`src/verilog/pe_icn_pkg.sv`:
```
/*
 * Shared widths and the request payload of the PE interconnect port.
 * DATA_WIDTH must be a multiple of 8 so that BE_WIDTH is exact.
 * The master ID is not defined here. Its width is N_CH0 + N_CH1 and
 * follows the module parameters of the top level.
 */

package pe_icn_pkg;

    ////////////////////////////////////////////////////////////////////////////
    // Bus widths
    ////////////////////////////////////////////////////////////////////////////

    parameter int ADDR_WIDTH = 32;
    parameter int DATA_WIDTH = 32;
    parameter int BE_WIDTH   = DATA_WIDTH / 8;

    // Default population of the two channels
    parameter int N_CH0_DEFAULT = 4;
    parameter int N_CH1_DEFAULT = 1;

    ////////////////////////////////////////////////////////////////////////////
    // Request payload
    ////////////////////////////////////////////////////////////////////////////

    // Fields that travel with a request, without req and ID
    // wen is active low: 0 means write, 1 means read
    typedef struct packed {
        logic [ADDR_WIDTH-1:0] add;
        logic                  wen;
        logic [DATA_WIDTH-1:0] wdata;
        logic [BE_WIDTH-1:0]   be;
    } req_payload_t;

endpackage

```
`src/verilog/pe_req_if.sv`:
```
/*
 * One arbitrated request port with its grant.
 * A transfer happens in a cycle where req and gnt are both high.
 * While req is high and gnt is low the master holds payload and id.
 * The slave may hold gnt low for any number of cycles.
 */

`timescale 1ns/1ps

interface pe_req_if #(
    parameter int ID_WIDTH = pe_icn_pkg::N_CH0_DEFAULT + pe_icn_pkg::N_CH1_DEFAULT
);

    logic                     req;
    pe_icn_pkg::req_payload_t payload;
    logic [ID_WIDTH-1:0]      id;
    logic                     gnt;

    // Request source side
    modport master (
        output req,
        output payload,
        output id,
        input  gnt
    );

    // Request sink side
    modport slave (
        input  req,
        input  payload,
        input  id,
        output gnt
    );

endinterface

```
`src/verilog/rr_arb_tree.sv`:
```
/*
 * Round-robin arbitration tree for one channel.
 * N_MASTER must be a power of two and at least 2.
 * Selection and grant return are combinational. The only state is the
 * priority pointer, which advances after each accepted transfer.
 * The root node uses pointer bit 0, so from pointer zero the order for
 * four masters is 0, 2, 1, 3.
 */

`timescale 1ns/1ps

module rr_arb_tree #(
    parameter int N_MASTER = 4,
    parameter int ID_WIDTH = 5
) (
    input  logic                                     clk,
    input  logic                                     rst_n_i,

    input  logic [N_MASTER-1:0]                      req_i,
    input  pe_icn_pkg::req_payload_t [N_MASTER-1:0]  payload_i,
    input  logic [N_MASTER-1:0][ID_WIDTH-1:0]        id_i,
    output logic [N_MASTER-1:0]                      gnt_o,

    pe_req_if.master                                 out
);

    localparam int LOG_MASTER = $clog2(N_MASTER);
    localparam int N_NODES    = 2 * N_MASTER - 1;

    // Heap layout: node 0 is the root, node i has children 2i+1 and 2i+2
    // Leaves sit at N_MASTER-1 .. N_NODES-1
    logic [N_NODES-1:0]         node_req;
    logic [N_NODES-1:0]         node_gnt;
    pe_icn_pkg::req_payload_t   node_pl [N_NODES];
    logic [ID_WIDTH-1:0]        node_id [N_NODES];
    logic [N_MASTER-2:0]        node_sel;

    logic [LOG_MASTER-1:0]      rr_ptr;

    ////////////////////////////////////////////////////////////////////////////
    // Leaves
    ////////////////////////////////////////////////////////////////////////////

    for (genvar m = 0; m < N_MASTER; m++)
    begin : g_leaf
        assign node_req[N_MASTER-1+m] = req_i[m];
        assign node_pl[N_MASTER-1+m]  = payload_i[m];
        assign node_id[N_MASTER-1+m]  = id_i[m];
        // Never grant a master that does not request
        assign gnt_o[m] = node_gnt[N_MASTER-1+m] & req_i[m];
    end

    ////////////////////////////////////////////////////////////////////////////
    // Select nodes
    ////////////////////////////////////////////////////////////////////////////

    for (genvar d = 0; d < LOG_MASTER; d++)
    begin : g_depth
        for (genvar k = 0; k < 2**d; k++)
        begin : g_node
            localparam int IDX = 2**d - 1 + k;
            localparam int LO  = 2 * IDX + 1;
            localparam int HI  = 2 * IDX + 2;

            // Upper half wins when it is alone or when its pointer bit is set
            assign node_sel[IDX] = node_req[HI] & (~node_req[LO] | rr_ptr[d]);

            assign node_req[IDX] = node_req[LO] | node_req[HI];
            assign node_pl[IDX]  = node_sel[IDX] ? node_pl[HI] : node_pl[LO];
            assign node_id[IDX]  = node_sel[IDX] ? node_id[HI] : node_id[LO];

            // Grant is steered back along the winning path only
            assign node_gnt[LO] = node_gnt[IDX] & ~node_sel[IDX];
            assign node_gnt[HI] = node_gnt[IDX] &  node_sel[IDX];
        end
    end

    // Root to the channel port
    assign out.req     = node_req[0];
    assign out.payload = node_pl[0];
    assign out.id      = node_id[0];
    assign node_gnt[0] = out.gnt;

    ////////////////////////////////////////////////////////////////////////////
    // Priority pointer
    ////////////////////////////////////////////////////////////////////////////

    // Counts 0 .. N_MASTER-1 and wraps on its own width
    always_ff @(posedge clk or negedge rst_n_i)
    begin
        if (!rst_n_i)
        begin
            rr_ptr <= '0;
        end
        else if (out.req && out.gnt)
        begin
            rr_ptr <= rr_ptr + 1'b1;
        end
    end

endmodule

```
`src/verilog/channel_mux2.sv`:
```
/*
 * Mixer between the channel 0 and channel 1 winners.
 * Selection and grant return are combinational.
 * A one-bit flag decides ties and toggles after every accepted transfer.
 * Both channel ports must carry IDs of width N_CH0 + N_CH1.
 */

`timescale 1ns/1ps

module channel_mux2 #(
    parameter int N_CH0 = 4,
    parameter int N_CH1 = 1
) (
    input  logic                                 clk,
    input  logic                                 rst_n_i,

    pe_req_if.slave                              ch0,
    pe_req_if.slave                              ch1,

    // Memory port
    output logic                                 data_req_o,
    output logic [pe_icn_pkg::ADDR_WIDTH-1:0]    data_add_o,
    output logic                                 data_wen_o,
    output logic [pe_icn_pkg::DATA_WIDTH-1:0]    data_wdata_o,
    output logic [pe_icn_pkg::BE_WIDTH-1:0]      data_be_o,
    output logic [N_CH0+N_CH1-1:0]               data_id_o,
    input  logic                                 data_gnt_i
);

    localparam int ID_WIDTH = N_CH0 + N_CH1;

    logic                     rr_flag;
    logic                     sel_ch1;
    pe_icn_pkg::req_payload_t win_payload;
    logic [ID_WIDTH-1:0]      win_id;

    ////////////////////////////////////////////////////////////////////////////
    // Selection
    ////////////////////////////////////////////////////////////////////////////

    // Channel 1 wins alone, or on a tie when the flag is set
    assign sel_ch1 = ch1.req & (~ch0.req | rr_flag);

    assign win_payload = sel_ch1 ? ch1.payload : ch0.payload;
    assign win_id      = sel_ch1 ? ch1.id      : ch0.id;

    assign data_req_o   = ch0.req | ch1.req;
    assign data_add_o   = win_payload.add;
    assign data_wen_o   = win_payload.wen;
    assign data_wdata_o = win_payload.wdata;
    assign data_be_o    = win_payload.be;
    assign data_id_o    = win_id;

    // Memory grant goes back to the selected channel only
    assign ch0.gnt = data_gnt_i & ch0.req & ~sel_ch1;
    assign ch1.gnt = data_gnt_i & sel_ch1;

    ////////////////////////////////////////////////////////////////////////////
    // Round-robin flag
    ////////////////////////////////////////////////////////////////////////////

    always_ff @(posedge clk or negedge rst_n_i)
    begin
        if (!rst_n_i)
        begin
            rr_flag <= 1'b0;
        end
        else if (data_req_o && data_gnt_i)
        begin
            rr_flag <= ~rr_flag;
        end
    end

endmodule

```
`src/verilog/resp_decoder.sv`:
```
/*
 * Response valid decoder.
 * data_r_id_i is expected one-hot, one bit per master with channel 0
 * first. A zero or multi-hot ID is passed through as it is.
 */

`timescale 1ns/1ps

module resp_decoder #(
    parameter int N_MASTER = 5
) (
    input  logic                data_r_valid_i,
    input  logic [N_MASTER-1:0] data_r_id_i,
    output logic [N_MASTER-1:0] data_r_valid_o
);

    // One strobe per master, qualified by the response valid
    always_comb
    begin
        for (int k = 0; k < N_MASTER; k++)
        begin
            data_r_valid_o[k] = data_r_valid_i & data_r_id_i[k];
        end
    end

endmodule

```
`src/verilog/pe_request_block.sv`:
```
/*
 * Request side of a PE interconnect port serving one memory bank.
 * N_CH0 and N_CH1 must be powers of two, N_CH0 >= 2 and N_CH1 >= 1.
 * Each master supplies its own one-hot ID of width N_CH0 + N_CH1,
 * channel 0 in the low bits. Request and grant paths are combinational.
 */

`timescale 1ns/1ps

module pe_request_block #(
    parameter int N_CH0 = pe_icn_pkg::N_CH0_DEFAULT,
    parameter int N_CH1 = pe_icn_pkg::N_CH1_DEFAULT
) (
    input  logic                                        clk,
    input  logic                                        rst_n_i,

    // Channel 0, cores
    input  logic [N_CH0-1:0]                            data_req_ch0_i,
    input  logic [N_CH0-1:0][pe_icn_pkg::ADDR_WIDTH-1:0] data_add_ch0_i,
    input  logic [N_CH0-1:0]                            data_wen_ch0_i,
    input  logic [N_CH0-1:0][pe_icn_pkg::DATA_WIDTH-1:0] data_wdata_ch0_i,
    input  logic [N_CH0-1:0][pe_icn_pkg::BE_WIDTH-1:0]   data_be_ch0_i,
    input  logic [N_CH0-1:0][N_CH0+N_CH1-1:0]            data_id_ch0_i,
    output logic [N_CH0-1:0]                            data_gnt_ch0_o,

    // Channel 1, DMA ports
    input  logic [N_CH1-1:0]                            data_req_ch1_i,
    input  logic [N_CH1-1:0][pe_icn_pkg::ADDR_WIDTH-1:0] data_add_ch1_i,
    input  logic [N_CH1-1:0]                            data_wen_ch1_i,
    input  logic [N_CH1-1:0][pe_icn_pkg::DATA_WIDTH-1:0] data_wdata_ch1_i,
    input  logic [N_CH1-1:0][pe_icn_pkg::BE_WIDTH-1:0]   data_be_ch1_i,
    input  logic [N_CH1-1:0][N_CH0+N_CH1-1:0]            data_id_ch1_i,
    output logic [N_CH1-1:0]                            data_gnt_ch1_o,

    // Memory port
    output logic                                        data_req_o,
    output logic [pe_icn_pkg::ADDR_WIDTH-1:0]           data_add_o,
    output logic                                        data_wen_o,
    output logic [pe_icn_pkg::DATA_WIDTH-1:0]           data_wdata_o,
    output logic [pe_icn_pkg::BE_WIDTH-1:0]             data_be_o,
    output logic [N_CH0+N_CH1-1:0]                      data_id_o,
    input  logic                                        data_gnt_i,
    input  logic                                        data_r_valid_i,
    input  logic [N_CH0+N_CH1-1:0]                      data_r_id_i,

    // Response strobes
    output logic [N_CH0-1:0]                            data_r_valid_ch0_o,
    output logic [N_CH1-1:0]                            data_r_valid_ch1_o
);

    localparam int ID_WIDTH = N_CH0 + N_CH1;

    pe_icn_pkg::req_payload_t [N_CH0-1:0] ch0_payload;
    pe_icn_pkg::req_payload_t [N_CH1-1:0] ch1_payload;
    logic [ID_WIDTH-1:0]                  r_valid;

    // Channel winners
    pe_req_if #(.ID_WIDTH(ID_WIDTH)) ch0_win ();
    pe_req_if #(.ID_WIDTH(ID_WIDTH)) ch1_win ();

    ////////////////////////////////////////////////////////////////////////////
    // Payload packing
    ////////////////////////////////////////////////////////////////////////////

    for (genvar m = 0; m < N_CH0; m++)
    begin : g_pack_ch0
        assign ch0_payload[m] = '{add:   data_add_ch0_i[m],
                                  wen:   data_wen_ch0_i[m],
                                  wdata: data_wdata_ch0_i[m],
                                  be:    data_be_ch0_i[m]};
    end

    for (genvar m = 0; m < N_CH1; m++)
    begin : g_pack_ch1
        assign ch1_payload[m] = '{add:   data_add_ch1_i[m],
                                  wen:   data_wen_ch1_i[m],
                                  wdata: data_wdata_ch1_i[m],
                                  be:    data_be_ch1_i[m]};
    end

    ////////////////////////////////////////////////////////////////////////////
    // Per-channel arbitration
    ////////////////////////////////////////////////////////////////////////////

    if (N_CH0 > 1)
    begin : g_ch0_tree
        rr_arb_tree #(
            .N_MASTER (N_CH0),
            .ID_WIDTH (ID_WIDTH)
        ) i_ch0_tree (
            .clk       (clk),
            .rst_n_i   (rst_n_i),
            .req_i     (data_req_ch0_i),
            .payload_i (ch0_payload),
            .id_i      (data_id_ch0_i),
            .gnt_o     (data_gnt_ch0_o),
            .out       (ch0_win)
        );
    end
    else
    begin : g_ch0_direct
        assign ch0_win.req     = data_req_ch0_i[0];
        assign ch0_win.payload = ch0_payload[0];
        assign ch0_win.id      = data_id_ch0_i[0];
        assign data_gnt_ch0_o  = ch0_win.gnt;
    end

    if (N_CH1 > 1)
    begin : g_ch1_tree
        rr_arb_tree #(
            .N_MASTER (N_CH1),
            .ID_WIDTH (ID_WIDTH)
        ) i_ch1_tree (
            .clk       (clk),
            .rst_n_i   (rst_n_i),
            .req_i     (data_req_ch1_i),
            .payload_i (ch1_payload),
            .id_i      (data_id_ch1_i),
            .gnt_o     (data_gnt_ch1_o),
            .out       (ch1_win)
        );
    end
    else
    begin : g_ch1_direct
        // Single DMA port goes straight to the mixer
        assign ch1_win.req     = data_req_ch1_i[0];
        assign ch1_win.payload = ch1_payload[0];
        assign ch1_win.id      = data_id_ch1_i[0];
        assign data_gnt_ch1_o  = ch1_win.gnt;
    end

    ////////////////////////////////////////////////////////////////////////////
    // Channel mixing and response decode
    ////////////////////////////////////////////////////////////////////////////

    channel_mux2 #(
        .N_CH0 (N_CH0),
        .N_CH1 (N_CH1)
    ) i_channel_mux2 (
        .clk          (clk),
        .rst_n_i      (rst_n_i),
        .ch0          (ch0_win),
        .ch1          (ch1_win),
        .data_req_o   (data_req_o),
        .data_add_o   (data_add_o),
        .data_wen_o   (data_wen_o),
        .data_wdata_o (data_wdata_o),
        .data_be_o    (data_be_o),
        .data_id_o    (data_id_o),
        .data_gnt_i   (data_gnt_i)
    );

    resp_decoder #(
        .N_MASTER (ID_WIDTH)
    ) i_resp_decoder (
        .data_r_valid_i (data_r_valid_i),
        .data_r_id_i    (data_r_id_i),
        .data_r_valid_o (r_valid)
    );

    // Channel 0 owns the low ID bits
    assign data_r_valid_ch0_o = r_valid[N_CH0-1:0];
    assign data_r_valid_ch1_o = r_valid[ID_WIDTH-1:N_CH0];

endmodule

```
`config.mk`:
```
export PLATFORM = sky130hd
export DESIGN_NAME = pe_request_block
export DESIGN_NICKNAME = d
export VERILOG_FILES = /design/src/verilog/pe_icn_pkg.sv /design/src/verilog/pe_req_if.sv /design/src/verilog/rr_arb_tree.sv /design/src/verilog/channel_mux2.sv /design/src/verilog/resp_decoder.sv /design/src/verilog/pe_request_block.sv
export SDC_FILE = /design/constraint.sdc
export NUM_CORES = 1
export LEC_CHECK = 0
export BUFFER_PORTS_ARGS = -buffer_cell sky130_fd_sc_hd__buf_2
export CAP_MARGIN = 20
export CORE_AREA = 2 2 180 182
export DETAILED_ROUTE_END_ITERATION = 8
export DIE_AREA = 0 0 182 184
export GPL_TIMING_DRIVEN = 0
export SLEW_MARGIN = 20
export SYNTH_ARGS = -nofsm -noshare
export SYNTH_HDL_FRONTEND = slang
export SYNTH_HIERARCHICAL = 1
export SYNTH_SLANG_ARGS = --single-unit
```
`constraint.sdc`:
```
create_clock -name clk -period 2.32 [get_ports clk]
set_input_delay 0.232 -clock clk [delete_from_list [all_inputs] [get_ports clk]]
set_output_delay 0.232 -clock clk [all_outputs]
set_load 0.01 [all_outputs]
```
==> qor.yml, run 1 <==
finalCritPeriodShare_pct: 98.6
drc: 0
worstPathCellList: "buf_6 > o21ai_4 > buf_12 > buf_12 > mux2i_4 > mux2i_1 > mux2_4 > buf_6"
seqCellArea_um2: 75.1
critPathSlowestCell: "dfrtp_1"
clock_latency_ns: 0.22
row_count: 65
fill_cells: 3456
core-area_um2: 31400
power_mw: 4.90
postLayoutCellArea_um2: 7520
vias_per_cell: 3.86
fin_skew_ns: 0.000395
dieArea_um2: 33500
portBuffers: 468
post-route-min-period_ns: 2.29
dp_hpwl_mm: 16.7
ios: 469
p_leak_nw: 4.50
synth_seq_cells: 3
worst_ep_required_time_ns: 2.09
hold_viol: 0
power_density_nw_per_um2: 652
diodes: 0
finalSetupViolCount: 0
wire_per_inst_um: 16.5
hold_class: "in2reg"
vias: 4872
rsz0062_at_grt: "true"
drive_gt1_share_pct: 72.8
cts.sinks: 3
initial_core_util_pct: 12.4
crit_family: "buffers and inverters"
grt_pass1_vias: 4916
placed_area_um2: 6740
track_usage_pct: 10.6
seq_area_frac_synth_pct: 1.93
yosysWarnings: 6
ctsLongestPathBuffers: 2
syn_to_final_growth_pct: 93.2
die_y_um: 184
max_freq_mhz: 437
cts_buffers: 3
arrival_ns: 2.06
drv_cap: 0
yosysTopAreaCell: "mux2i_1"
grt_max_degree: 11
netlist_area_um2: 3890
grt_pass1_wl_mm: 27.5
grt_antenna_before_repair: 0
crit_path_max_incr_delay_ns: 0.36
cts_max_level: 1
startpoint_type: "register"
root_buffer: "clkbuf_16"
fp.dieW_um: 182
tightest_slew_ns: 0.434
irDropWorstVdd_mv: 0.374
multi_input_area_um2: 3540
holdWs_ns: 0.279
clk_pin_slew_worst_paths_ns: 0.03
relSlewSlack_pct: 70.9
num-nets-final: 1245
yosys.cell_types.count: 24
synth.avg_cell_area_um2: 10.7
synthTopCellsByArea: "mux2i_1, mux2_4, mux2_2"
cts_tree: "yes"
final_max_slew_viol_count: 0
routed_wl_mm: 20.8
drtAntennaViolNets: 0
status: "finished, final reports clean"
path_buf_inv: 4
detail_route.iter0.violations: 135
synth_top_area_share_pct: 57.1
synthCells: 363
postLayoutCoreUtil_pct: 23.9
dr.pass1.iters: 4
crit_path_max_fanout: 7
gr-total-overflow: 0
place_congestion: 0.820
endpoint_kind: "output port"
synthesis.nets: 747
critical_path_class: "reg2out"
==> metrics by stage <==
step                setup TNS, ns  std cells  setup slack [ns]
global placement          -0.0953       1233           -0.0591
finish                          0       1262            0.0319
floorplan                       0        363             0.591
global route               -0.721       1262           -0.0500
detailed placement        -0.0824       1233           -0.0415
CTS                       -0.0719       1255           -0.0363
==> routing by layer <==
layer / track usage (%) / wire length [um] / vias up
li1: - / - / 2378
met1: 12.9 / 8540 / 2211
met2: 20.3 / 10600 / 268
met3: 1.17 / 1310 / 15
met4: 1.84 / 324 / 0
met5: 0 / 0 / -
==> kinds of logic after synthesis <==
kind of cell | share of synthesized area, %
AOI/OAI and AO/OA | 2.15
xor gates and xnor gates | 0.675
buffers and inverters | 10.0
DFF | 1.93
muxes | 83.2
and+or+nand+nor | 1.99
==> final cells by class <==
type	instances	area share [%]
buffer	33	5.92
timing repair buffer	493	38.0
clock buffer	4	1.05
multi-input combinational	322	47.0
inverter	5	0.250
sequential	3	0.999
tap	402	6.69
==> power by group <==
group | switching (mW) | internal (mW)
clock | 0.0472 | 0.227
sequential | 0.0284 | 0.0805
combinational | 1.95 | 2.57
total | 2.03 | 2.87
==> final timing paths <==
path / from / to / slack, ns / depth (start not counted)
max: g_ch0_tree.i_ch0_tree/rr_ptr[1] / data_add_o[21] / 0.03 / 8
min: data_gnt_i / i_channel_mux2/rr_flag / 0.28 / 3
max reg2reg: i_channel_mux2/rr_flag / g_ch0_tree.i_ch0_tree/rr_ptr[1] / 1.10 / 3
min reg2reg: i_channel_mux2/rr_flag / i_channel_mux2/rr_flag / 0.52 / 1
max in group asynchronous: rst_n_i / i_channel_mux2/rr_flag / 1.88 / 2
min in group asynchronous: rst_n_i / g_ch0_tree.i_ch0_tree/rr_ptr[1] / 0.33 / 2
==> cells in the mapped netlist (all sizes together) <==
cell type and n:
o21ai 3, inv 5, buf 33, nor3 1, a2111oi 1, a211oi 2
dfrtp 3, o22ai 1, mux2 74, or2 1, nand2 4, mux2i 222
nor2 4, and2 5, xnor2 3, nand3 1
==> worst register-to-register path: cells and delay by family, from the launching register on <==
| family | cells | cell delay (ns) |
|---|---|---|
| compound gates | 1 | 0.40 |
| xor+xnor | 1 | 0.14 |
| flops | 1 | 0.40 |
| simple gates | 1 | 0.15 |
==> what timing repair did <==
item | CTS | global route
endpoints found under the hold margin | 3 | 0
cloned | 3 | 7
setup endpoints to repair | 50 | 64
setup buffers | 14 | 2
pin swaps | 3 | 1
gates resized for setup | 25 | 46
hold buffers | 1 | 0
==> sequential cells by signal, summed over array words and instances (netlist names) <==
signal                        flops
i_channel_mux2/rr_flag            1
g_ch0_tree.i_ch0_tree/rr_ptr      2
==> placed cells by master (no fill, tap or decap), drive strengths merged <==
| cell | instances |
|---|---|
| buf | 518 |
| mux2i | 222 |
| mux2 | 74 |
| clkbuf | 11 |
| and2 | 5 |
| inv | 5 |
| nor2 | 4 |
| nand2 | 4 |
| xnor2 | 3 |
| dfrtp | 3 |
| o21ai | 3 |
| a211oi | 2 |
| o22ai | 1 |
| a2111oi | 1 |
| nor3 | 1 |
| nand3 | 1 |
| dlygate4sd3 | 1 |
| or2 | 1 |
Note: power is estimated with default switching activity, not from simulation.
==> inputs of run 2 (changes only) <==
--- a/config.mk
+++ b/config.mk
@@ -11,6 +11,7 @@
 export DETAILED_ROUTE_END_ITERATION = 8
 export DIE_AREA = 0 0 182 184
 export GPL_TIMING_DRIVEN = 0
+export MAX_ROUTING_LAYER = met4
 export SLEW_MARGIN = 20
 export SYNTH_ARGS = -nofsm -noshare
 export SYNTH_HDL_FRONTEND = slang
==> run 2 against run 1 <==
Die area did not move. Final cell count did not move. Total power barely moved. Clock skew did not move. Maximum frequency barely moved. Highest routed layer unchanged.
==> qor.yml, run 2 (synthesis gave the netlist of run 1 again) <==
rsz0062_at_grt: "true"
cts_tree: "yes"
power_density_nw_per_um2: 652
tightest_slew_ns: 0.434
regMostFlops: "g_ch0_tree.i_ch0_tree/rr_ptr"
largest_registers: "g_ch0_tree.i_ch0_tree/rr_ptr: 2 flops, i_channel_mux2/rr_flag: 1 flops"
p_leak_nw: 4.50
drive_gt1_share_pct: 72.8
cts.sinks: 3
irDropWorstVdd_mv: 0.375
switching_power_mw: 2.03
row_count: 65
finalSetupViolCount: 0
grt_max_degree: 11
crit_path_max_fanout: 7
dp_hpwl_mm: 16.7
diodes: 0
dr.pass1.iters: 4
grt_pass1_vias: 4917
ctsLongestPathBuffers: 2
vias: 4908
startpoint_type: "register"
cts_max_level: 1
routed_wl_mm: 20.8
final_cell_mix: "buf_2, mux2i_1, mux2_4"
gr-total-overflow: 0
pwr-share-seq_pct: 2.2
power_mw: 4.90
core-area_um2: 31400
dieArea_um2: 33500
finalCritPeriodShare_pct: 98.7
hold_class: "in2reg"
die_y_um: 184
pre_cts_ws_ns: -0.0415
vias_per_cell: 3.89
relSlewSlack_pct: 70.9
place_congestion: 0.832
clk_pin_slew_worst_paths_ns: 0.03
final_max_slew_viol_count: 0
rrSetupSlack_ns: 1.10
arrival_ns: 2.06
clkPwrFrac_pct: 5.6
fp.dieW_um: 182
status: "finished, final reports clean"
combinationalPowerShare_pct: 92.2
grt_antenna_before_repair: 0
drv_cap: 0
wire_per_inst_um: 16.5
max_freq_mhz: 437
drc: 0
hold_viol: 0
ios: 469
p_int_mw: 2.87
endpoint_kind: "output port"
largest_register_ffs: 2
post-route-min-period_ns: 2.29
sw_frac_of_total_pct: 41.4
clock_latency_ns: 0.22
initial_core_util_pct: 12.4
track_usage_pct: 11.0
worst_ep_required_time_ns: 2.09
layout_commonest_cell: "buf_2"
cts_buffers: 3
root_buffer: "clkbuf_16"
num-nets-final: 1245
detail_route.iter0.violations: 135
drtAntennaViolNets: 0
critical_path_class: "reg2out"
syn_to_final_growth_pct: 92.9
grt_pass1_wl_mm: 27.5
fin_skew_ns: 0.000395
portBuffers: 468
fin_ws_ns: 0.0302
-- run 2: cell types whose count changed in the layout (fill, tap and decap cells not counted) --
cell,before,now
mux2i_2,12,13
mux2i_4,4,3
-- run 2: cell type report --
cell class | count | area, um^2
sequential | 3 | 75.1
fill | 3458 | 23900
inverter | 5 | 18.8
multi-input combinational | 322 | 3530
clock buffer | 4 | 78.8
buffer | 33 | 445
timing repair buffer | 493 | 2860
tap | 402 | 503
-- run 2: repair_timing --
| item | 4_1_cts | 5_1_grt |
|---|---|---|
| gates resized for setup | 25 | 45 |
| endpoints found under the setup margin | 50 | 64 |
| hold buffers | 1 | 0 |
| gates cloned | 3 | 7 |
| hold endpoints to repair | 3 | 0 |
| buffers inserted | 14 | 2 |
| pin swaps | 3 | 1 |
-- run 2: worst paths after layout --
check                                                   to  depth (start not counted)                       startpoint
hold / removal                      i_channel_mux2/rr_flag                          3                       data_gnt_i
hold reg to reg                     i_channel_mux2/rr_flag                          1           i_channel_mux2/rr_flag
max in group asynchronous           i_channel_mux2/rr_flag                          2                          rst_n_i
setup / recovery                            data_add_o[21]                          8  g_ch0_tree.i_ch0_tree/rr_ptr[1]
setup reg to reg           g_ch0_tree.i_ch0_tree/rr_ptr[1]                          3           i_channel_mux2/rr_flag
min in group asynchronous  g_ch0_tree.i_ch0_tree/rr_ptr[1]                          2                          rst_n_i
-- run 2: metrics by stage --
stage	cell area (um^2)	util (%)	instances	hold WS (ns)	setup TNS (ns)
4_1_cts	7150	22.8	1255	0.277	-0.0719
3_3_place_gp	6740	21.5	1233	0.0355	-0.0953
2_1_floorplan	3890	-	363	-0.0636	0
3_5_place_dp	6740	21.5	1233	0.0311	-0.0824
5_1_grt	7510	23.9	1262	0.313	-0.721
6_report	7510	23.9	1262	0.279	0
-- run 2: power groups by stage --
| stage | clock network [mW] | logic (mW) | registers [mW] |
|---|---|---|---|
| 2_1_floorplan | 0 | 2.64 | 0.101 |
| 3_3_place_gp | 0 | 3.89 | 0.105 |
| 5_1_grt | 0.289 | 4.80 | 0.112 |
| 4_1_cts | 0.277 | 4.23 | 0.109 |
| 3_5_place_dp | 0 | 3.93 | 0.106 |
| 6_report | 0.274 | 4.51 | 0.109 |
-- run 2: layer usage --
layer  global-route usage (%)  wire (um)  vias to the layer above  part of all wire [%]
met5                        -          0                        -                     0
met4                     1.84        326                        0                   1.6
met3                    0.971       1350                       15                   6.5
met2                     20.3      10600                      276                    51
met1                     13.0       8490                     2238                    41
li1                         -          -                     2379                     -
-- run 2: worst max-delay path: stages (launching register included) --
cell	delay, ns
dfrtp_1	0.36
buf_6	0.13
o21ai_4	0.21
buf_12	0.22
buf_12	0.16
mux2i_4	0.25
mux2i_1	0.09
mux2_4	0.26
buf_6	0.13
